**src/common/tlb_pkg.sv**
```systemverilog
package tlb_pkg;

    // geometry
    localparam int tlb_num     = 16;
    localparam int tlb_log_num = 4;

    // field widths
    localparam int vppn_wd   = 19;
    localparam int ppn_wd    = 20;
    localparam int asid_wd   = 10;
    localparam int ps_wd     = 6;
    localparam int plv_wd    = 2;
    localparam int mat_wd    = 2;
    localparam int inv_op_wd = 5;

    // supported page sizes as log2 of the page size
    localparam logic [ps_wd-1:0] ps_4k = 6'd12;
    localparam logic [ps_wd-1:0] ps_4m = 6'd21;

    // vppn is va[31:13], so a 4 MB pair compares vppn[18:9] and picks odd on vppn[8]
    localparam int vppn_4m_lsb = ps_4m - ps_4k;

    // one page descriptor
    typedef struct packed {
        logic [ppn_wd-1:0] ppn;
        logic [plv_wd-1:0] plv;
        logic [mat_wd-1:0] mat;
        logic              d;
        logic              v;
    } tlb_page_t;

    // one entry with page0 even and page1 odd
    typedef struct packed {
        logic               e;
        logic [vppn_wd-1:0] vppn;
        logic [ps_wd-1:0]   ps;
        logic [asid_wd-1:0] asid;
        logic               g;
        tlb_page_t          page0;
        tlb_page_t          page1;
    } tlb_entry_t;

    // search answer
    typedef struct packed {
        logic                   found;
        logic [tlb_log_num-1:0] index;
        logic [ps_wd-1:0]       ps;
        tlb_page_t              page;
    } tlb_result_t;

    // invtlb opcodes
    typedef enum logic [inv_op_wd-1:0] {
        inv_all0      = 5'd0,
        inv_all1      = 5'd1,
        inv_global    = 5'd2,
        inv_nonglobal = 5'd3,
        inv_asid      = 5'd4,
        inv_asid_va   = 5'd5,
        inv_va        = 5'd6
    } invtlb_op_e;

    // whole entry store as seen by the search ports
    typedef tlb_entry_t tlb_entries_t [tlb_num];

    // vppn compare honouring the entry's page size
    function automatic logic vppn_match(
        input tlb_entry_t         ent,
        input logic [vppn_wd-1:0] vppn
    );
        logic full_eq;
        logic high_eq;

        full_eq = (ent.vppn == vppn);
        high_eq = (ent.vppn[vppn_wd-1:vppn_4m_lsb] == vppn[vppn_wd-1:vppn_4m_lsb]);
        if (ent.ps == ps_4m)
        begin
            return high_eq;
        end
        return full_eq;
    endfunction

endpackage

```
**src/common/tlb_lookup_if.sv**
```systemverilog
`timescale 1ns/1ps

// one search port between the top level and a match port
interface tlb_lookup_if;

    import tlb_pkg::*;

    // request valid for the single cycle req is high
    logic               req;
    logic [vppn_wd-1:0] vppn;
    logic               va_bit12;
    logic [asid_wd-1:0] asid;

    // answer one cycle after req
    logic               resp_valid;
    tlb_result_t        result;

    modport requester
    (
        output req,
        output vppn,
        output va_bit12,
        output asid,
        input  resp_valid,
        input  result
    );

    modport responder
    (
        input  req,
        input  vppn,
        input  va_bit12,
        input  asid,
        output resp_valid,
        output result
    );

endinterface

```
**src/tlb/tlb_entry_array.sv**
```systemverilog
`timescale 1ns/1ps

module tlb_entry_array
(
    input  logic                                clk,
    input  logic                                arst_n,
    // write by index
    input  logic                                wr_valid,
    input  logic [tlb_pkg::tlb_log_num-1:0]     wr_index,
    input  tlb_pkg::tlb_entry_t                 wr_entry,
    // fill at the round-robin index
    input  logic                                fill_valid,
    input  tlb_pkg::tlb_entry_t                 fill_entry,
    // invalidate
    input  logic                                inv_valid,
    input  tlb_pkg::invtlb_op_e                 inv_op,
    input  logic [tlb_pkg::asid_wd-1:0]         inv_asid,
    input  logic [tlb_pkg::vppn_wd-1:0]         inv_vppn,
    // read by index
    input  logic                                rd_valid,
    input  logic [tlb_pkg::tlb_log_num-1:0]     rd_index,
    output logic                                rd_resp_valid,
    output tlb_pkg::tlb_entry_t                 rd_entry,
    // full store to the search ports
    output tlb_pkg::tlb_entries_t               entries
);

    import tlb_pkg::*;

    // e bits held apart from the entry payload
    logic [tlb_num-1:0]     ent_e;
    tlb_entry_t             ent_q [tlb_num];
    logic [tlb_log_num-1:0] fill_idx;

    logic                   fill_go;
    logic                   inv_go;
    logic [tlb_num-1:0]     asid_eq;
    logic [tlb_num-1:0]     va_eq;
    logic [tlb_num-1:0]     inv_hit;

    // write beats fill, fill beats invalidate
    assign fill_go = fill_valid & ~wr_valid;
    assign inv_go  = inv_valid & ~wr_valid & ~fill_valid;

    always_comb
    begin
        for (int i = 0; i < tlb_num; i++)
        begin
            entries[i]   = ent_q[i];
            entries[i].e = ent_e[i];
        end
    end

    always_comb
    begin
        for (int i = 0; i < tlb_num; i++)
        begin
            asid_eq[i] = (ent_q[i].asid == inv_asid);
            va_eq[i]   = vppn_match(ent_q[i], inv_vppn);
        end
    end

    // which entries an invtlb op clears
    // the inv_asid port shadows the opcode of the same name
    always_comb
    begin
        for (int i = 0; i < tlb_num; i++)
        begin
            case (inv_op)
                tlb_pkg::inv_all0,
                tlb_pkg::inv_all1:      inv_hit[i] = 1'b1;
                tlb_pkg::inv_global:    inv_hit[i] = ent_q[i].g;
                tlb_pkg::inv_nonglobal: inv_hit[i] = ~ent_q[i].g;
                tlb_pkg::inv_asid:      inv_hit[i] = ~ent_q[i].g & asid_eq[i];
                tlb_pkg::inv_asid_va:   inv_hit[i] = ~ent_q[i].g & asid_eq[i] & va_eq[i];
                tlb_pkg::inv_va:        inv_hit[i] = (ent_q[i].g | asid_eq[i]) & va_eq[i];
                default:                inv_hit[i] = 1'b0;
            endcase
        end
    end

    always_ff @(posedge clk or negedge arst_n)
    begin
        if (!arst_n)
        begin
            ent_e    <= '0;
            fill_idx <= '0;
        end
        else
        begin
            if (wr_valid)
            begin
                ent_e[wr_index] <= wr_entry.e;
            end
            else if (fill_go)
            begin
                ent_e[fill_idx] <= fill_entry.e;
                fill_idx        <= fill_idx + 1'b1;
            end
            else if (inv_go)
            begin
                ent_e <= ent_e & ~inv_hit;
            end
        end
    end

    always_ff @(posedge clk)
    begin
        if (wr_valid)
        begin
            ent_q[wr_index] <= wr_entry;
        end
        else if (fill_go)
        begin
            ent_q[fill_idx] <= fill_entry;
        end
    end

    // read answer sees old contents on a same-edge write
    always_ff @(posedge clk or negedge arst_n)
    begin
        if (!arst_n)
        begin
            rd_resp_valid <= 1'b0;
        end
        else
        begin
            rd_resp_valid <= rd_valid;
        end
    end

    always_ff @(posedge clk)
    begin
        if (rd_valid)
        begin
            rd_entry <= entries[rd_index];
        end
    end

endmodule

```
**src/tlb/tlb_match_port.sv**
```systemverilog
`timescale 1ns/1ps

module tlb_match_port
(
    input  logic                  clk,
    input  logic                  arst_n,
    input  tlb_pkg::tlb_entries_t entries,
    tlb_lookup_if.responder       lk
);

    import tlb_pkg::*;

    logic [tlb_num-1:0]     hit;
    logic [tlb_log_num-1:0] hit_idx;
    logic                   found;
    tlb_entry_t             hit_ent;
    logic                   odd;
    tlb_result_t            result_d;

    // per-entry compare
    always_comb
    begin
        for (int i = 0; i < tlb_num; i++)
        begin
            hit[i] = entries[i].e
                   & (entries[i].g | (entries[i].asid == lk.asid))
                   & vppn_match(entries[i], lk.vppn);
        end
    end

    // lowest index wins, so scan from the top down
    always_comb
    begin
        hit_idx = '0;
        for (int i = tlb_num - 1; i >= 0; i--)
        begin
            if (hit[i])
            begin
                hit_idx = tlb_log_num'(i);
            end
        end
    end

    assign found   = |hit;
    assign hit_ent = entries[hit_idx];

    // odd page from va[12] for 4 KB and va[21] for 4 MB
    assign odd = (hit_ent.ps == ps_4m) ? lk.vppn[vppn_4m_lsb-1] : lk.va_bit12;

    always_comb
    begin
        result_d = '0;
        if (found)
        begin
            result_d.found = 1'b1;
            result_d.index = hit_idx;
            result_d.ps    = hit_ent.ps;
            result_d.page  = odd ? hit_ent.page1 : hit_ent.page0;
        end
    end

    always_ff @(posedge clk or negedge arst_n)
    begin
        if (!arst_n)
        begin
            lk.resp_valid <= 1'b0;
        end
        else
        begin
            lk.resp_valid <= lk.req;
        end
    end

    always_ff @(posedge clk)
    begin
        if (lk.req)
        begin
            lk.result <= result_d;
        end
    end

endmodule

```
**src/verilog/tlb_top.sv**
```systemverilog
`timescale 1ns/1ps

module tlb_top
(
    input  logic                              clk,
    input  logic                              arst_n,
    // write by index
    input  logic                              wr_valid,
    input  logic [tlb_pkg::tlb_log_num-1:0]   wr_index,
    input  tlb_pkg::tlb_entry_t               wr_entry,
    // fill
    input  logic                              fill_valid,
    input  tlb_pkg::tlb_entry_t               fill_entry,
    // invtlb
    input  logic                              inv_valid,
    input  tlb_pkg::invtlb_op_e               inv_op,
    input  logic [tlb_pkg::asid_wd-1:0]       inv_asid,
    input  logic [tlb_pkg::vppn_wd-1:0]       inv_vppn,
    // search port 0 for fetch
    input  logic                              s0_req,
    input  logic [tlb_pkg::vppn_wd-1:0]       s0_vppn,
    input  logic                              s0_va_bit12,
    input  logic [tlb_pkg::asid_wd-1:0]       s0_asid,
    output logic                              s0_resp_valid,
    output tlb_pkg::tlb_result_t              s0_result,
    // search port 1 for load/store and tlbsrch
    input  logic                              s1_req,
    input  logic [tlb_pkg::vppn_wd-1:0]       s1_vppn,
    input  logic                              s1_va_bit12,
    input  logic [tlb_pkg::asid_wd-1:0]       s1_asid,
    output logic                              s1_resp_valid,
    output tlb_pkg::tlb_result_t              s1_result,
    // read by index
    input  logic                              rd_valid,
    input  logic [tlb_pkg::tlb_log_num-1:0]   rd_index,
    output logic                              rd_resp_valid,
    output tlb_pkg::tlb_entry_t               rd_entry
);

    import tlb_pkg::*;

    tlb_entries_t entries;

    tlb_lookup_if lk0 ();
    tlb_lookup_if lk1 ();

    // port 0
    assign lk0.req       = s0_req;
    assign lk0.vppn      = s0_vppn;
    assign lk0.va_bit12  = s0_va_bit12;
    assign lk0.asid      = s0_asid;
    assign s0_resp_valid = lk0.resp_valid;
    assign s0_result     = lk0.result;

    // port 1
    assign lk1.req       = s1_req;
    assign lk1.vppn      = s1_vppn;
    assign lk1.va_bit12  = s1_va_bit12;
    assign lk1.asid      = s1_asid;
    assign s1_resp_valid = lk1.resp_valid;
    assign s1_result     = lk1.result;

    tlb_entry_array u_entry_array
    (
        .clk           (clk),
        .arst_n        (arst_n),
        .wr_valid      (wr_valid),
        .wr_index      (wr_index),
        .wr_entry      (wr_entry),
        .fill_valid    (fill_valid),
        .fill_entry    (fill_entry),
        .inv_valid     (inv_valid),
        .inv_op        (inv_op),
        .inv_asid      (inv_asid),
        .inv_vppn      (inv_vppn),
        .rd_valid      (rd_valid),
        .rd_index      (rd_index),
        .rd_resp_valid (rd_resp_valid),
        .rd_entry      (rd_entry),
        .entries       (entries)
    );

    tlb_match_port u_match_fetch
    (
        .clk     (clk),
        .arst_n  (arst_n),
        .entries (entries),
        .lk      (lk0.responder)
    );

    tlb_match_port u_match_data
    (
        .clk     (clk),
        .arst_n  (arst_n),
        .entries (entries),
        .lk      (lk1.responder)
    );

endmodule

```
**config.mk**
```make
export PLATFORM = sky130hd
export DESIGN_NAME = tlb_top
export DESIGN_NICKNAME = d
export VERILOG_FILES = /design/src/common/tlb_pkg.sv /design/src/common/tlb_lookup_if.sv /design/src/tlb/tlb_entry_array.sv /design/src/tlb/tlb_match_port.sv /design/src/verilog/tlb_top.sv
export SDC_FILE = /design/constraint.sdc
export NUM_CORES = 2
export LEC_CHECK = 0
export ABC_CLOCK_PERIOD_IN_PS = 12000
export CORE_UTILIZATION = 40
export CTS_BUF_LIST = sky130_fd_sc_hd__clkbuf_4 sky130_fd_sc_hd__clkbuf_8
export DETAILED_ROUTE_END_ITERATION = 10
export DONT_BUFFER_PORTS = 1
export MAX_ROUTING_LAYER = met4
export PLACE_DENSITY = 0.59
export SYNTH_ARGS = -nofsm -noshare
export SYNTH_HDL_FRONTEND = slang
export SYNTH_SLANG_ARGS = --single-unit
```
**constraint.sdc**
```tcl
create_clock -name clk -period 12 [get_ports clk]
set_input_delay 0.6 -clock clk [delete_from_list [all_inputs] [get_ports clk]]
set_output_delay 0.6 -clock clk [all_outputs]
set_load 0.05 [all_outputs]
```
==> impl_metrics.csv <==
group,metric,value,unit
clocking,htree_levels,5,
synth,yosysSeqAreaShare,48.2,%
critical_path,cp.arrival,8.16,ns
finish,postLayoutCoreUtil,44.1,%
sta,finalSetupViolCount,0,
clocking,cts-resized-gates,0,
routing,ant_nets,0,
synth,syn_area_per_cell,12.3,um2
sta,setup_tns,0,ns
grt,antenna_found_initial,29,
critical_path,crit_fanout,115,
placement,place_congestion,1.01,
sta,fin_skew,0.0951,ns
routing,finalWirelength,433,mm
synth,ys_warn_count,0,
floorplanning,dieArea,250000,um2
grt,grt_pass1_vias,72273,
power,leakagePower,35.9,nW
clocking,clk_path_buf_depth,4,
routing,drtIter0Drc,11012,
finish,syn_to_final_growth,9.48,%
clocking,path_clk_slew,0.06,ns
sta,rsz0062_at_grt,"no",
sta,hold_viol,0,
run,maxCapViolations,0,
critical_path,criticalPathCategory,"reg2reg",
sta,period_share,59.9,%
routing,drcViolationCount,0,
synth,synthArstFlopShare,1.44,%
run_status,violations,"slew limit",
floorplanning,die_h,500,um
grt,overflow,0,
critical_path,cpMaxStageDelayCell,"buf_4",
critical_path,start_kind,"flop",
finish,n_fill_cell,22396,
placement,detailed_place_hpwl,268,mm
synth,synthMuxAreaShare,18.9,%
routing,routed_via_density,6.65,
synth,synth_xor_area_share,12.5,%
synth,netlist_area,99000,um2
power,power,14.1,mW
clocking,tritoncts,"built",
floorplanning,initial_core_util,40.3,%
synth,synth_ff_type,"edfxtp_1",
grt,grt_pass1_wl,590,mm
floorplanning,fp.dieW,500,um
synth,synth_edf_count,1571,
synth,synthCells,8029,
synth,synth_top_family_by_area,"multiplexers",
grt,grt_max_degree,357,
hold_path,min_path_type,"in2reg",
finish,nNetsFinal,8181,
routing,wl_per_cell,38.1,um
critical_path,slowest_delay,0.88,ns
clocking,cts-root-buf,"clkbuf_8",
placement,port-buffer-count,0,
sta,fmax,139,MHz
sta,drv_slew,39,
clocking,clock_latency,1.14,ns
floorplanning,row_count,182,
floorplanning,coreArea,246000,um2
routing,num_vias,75456,
critical_path,required,12.97,ns
sta,relSlewSlack,-4.88,%
synth,yosysUniqueCellTypes,91,
sta,worst_pin_slew,1.57,ns
finish,final_cell_mix,"edfxtp_1 (1571), xor2_1 (762), nand2_1 (727)",
power,peakVddDrop,0.0000808,V
finish,final_common_cell,"edfxtp_1",
critical_path,cp-end-kind,"flop",
synth,synthSimpleGateAreaFrac,10.0,%
routing,dr.pass1.iters,6,
sta,min_period,7.19,ns
clocking,clock-sinks,1594,
synth,ys_ff_latch,1594,
floorplanning,pin_count,454,
clocking,cts_made_buffers,312,
synth,synth-compound-area-share,7.43,%
grt,grt_usage,34.8,%
synth,synth-adder-area-share,0.0506,%
power,p_per_area,131,nW/um2
critical_path,cp_cell_sequence,"nand4bb_1, nor3b_1, a31oi_1, or3_1, o21ai_0, a211oi_1, a32oi_4, buf_12, buf_4, mux2i_1, mux2i_1, and3_1, o21ai_0, a211o_1, mux2i_4, buf_4, o211ai_1, a21oi_1",
synth,synth_nets,8321,
run_status,status,"finished with violations",
finish,layout-drive-gt1-share,16.2,%
[worst max-delay path: cells and delay by family (launching register included)]
family,cells,cell delay (ns)
buffers and inverters,3,1.93
AO/OA/AOI/OAI,8,1.84
AND/OR/NAND/NOR,4,1.83
multiplexers,3,0.64
flip-flops,1,0.44
[cells in the mapped netlist, types with 27 or more instances]
library cell / number / area [um2]
a211o_1: 59 / 517
a211oi_1: 279 / 2090
a21oi_1: 270 / 1350
a31oi_1: 47 / 294
a41oi_1: 28 / 245
and2_1: 138 / 863
buf_1: 103 / 387
buf_2: 138 / 691
buf_6: 27 / 304
clkbuf_1: 337 / 1260
edfxtp_1: 1571 / 47200
mux2_2: 164 / 1850
mux2i_1: 648 / 6490
mux4_2: 446 / 10000
nand2_1: 729 / 2740
nand3_1: 236 / 1180
nand4_1: 180 / 1130
nor2_1: 131 / 492
nor2b_1: 69 / 432
nor3_1: 167 / 836
nor4_1: 170 / 1060
o211ai_1: 85 / 638
o21ai_0: 237 / 1190
or3_1: 49 / 307
xnor2_1: 650 / 5690
xor2_1: 762 / 6670
[report_power, final]
part           leakage (nW)  internal [mW]  total (mW)  switching (mW)
Clock                  3.08           2.99        5.51            2.53
Combinational          18.1          0.666        1.67            1.00
Sequential             14.7           6.51        6.97           0.455
[stage by stage]
| step | hold WS, ns | cell area (um2) | instances | worst slack, ns |
|---|---|---|---|---|
| 5_1_grt | -0.00321 | 108000 | 11341 | 4.62 |
| 3_5_place_dp | 0.305 | 102000 | 10744 | 4.83 |
| 4_1_cts | 0.000963 | 108000 | 11320 | 4.92 |
| 3_3_place_gp | 0.305 | 102000 | 10744 | 4.98 |
| 2_1_floorplan | 0.304 | 99000 | 8029 | 6.40 |
| 6_report | 0.0521 | 108000 | 11354 | 4.81 |
[sequential cells by signal, indices dropped and copies added (netlist names)]
| register | count |
|---|---|
| u_entry_array.ent_q | 1408 |
| u_entry_array.rd_entry | 89 |
| u_match_data.lk.result | 37 |
| u_match_fetch.lk.result | 37 |
| u_entry_array.ent_e | 16 |
| u_entry_array.fill_idx | 4 |
| u_entry_array.rd_resp_valid | 1 |
| u_match_data.lk.resp_valid | 1 |
| u_match_fetch.lk.resp_valid | 1 |
[routing by layer]
layer	global-route usage, %	share of wire [%]	up-vias	wire length [um]
li1	-	-	30366	-
met1	45.6	40	38580	172000
met2	50.1	43	5335	187000
met3	8.57	11	1175	49100
met4	17.2	5.7	0	24800
met5	-	0	-	0
[cell type report]
| cell class | instances | area, um2 | share of cell area, % |
|---|---|---|---|
| Antenna cell | 34 | 85.1 | 0.0785 |
| Clock buffer | 380 | 4820 | 4.45 |
| Clock inverter | 145 | 1110 | 1.02 |
| Inverter | 24 | 92.6 | 0.0854 |
| Multi-Input combinational cell | 5789 | 48800 | 45.0 |
| Sequential cell | 1594 | 47800 | 44.1 |
| Tap cell | 3220 | 4030 | 3.72 |
| Timing Repair Buffer | 168 | 1710 | 1.58 |
[worst paths after layout]
check / from / endpoint / slack, ns / depth (start not counted)
worst min-delay path: rd_index[1] / u_entry_array.rd_entry[9] / 0.05 / 2
min in group asynchronous: arst_n / u_entry_array.ent_e[14] / 0.61 / 4
max in group asynchronous: arst_n / u_entry_array.ent_e[8] / 11.17 / 4
worst max register to register: u_entry_array.ent_q[0][66] / u_match_data.lk.result[2] / 4.81 / 18
worst max-delay path: u_entry_array.ent_q[0][66] / u_match_data.lk.result[2] / 4.81 / 18
worst min register to register: u_entry_array.fill_idx[3] / u_entry_array.fill_idx[3] / 0.69 / 1
[cells by family after synthesis]
| family | count (synthesis) |
|---|---|
| xor+xnor | 1412 |
| fa+ha+maj | 4 |
| flops | 1594 |
| compound gates | 1118 |
| simple gates | 1978 |
| buf+inv | 646 |
| mux | 1277 |
[repair_timing]
item | 4_1_cts | 5_1_grt
hold endpoints to repair | 363 | 0
buffers inserted | 0 | 0
hold buffers | 51 | 0
Power figures use the tool's default switching activity.
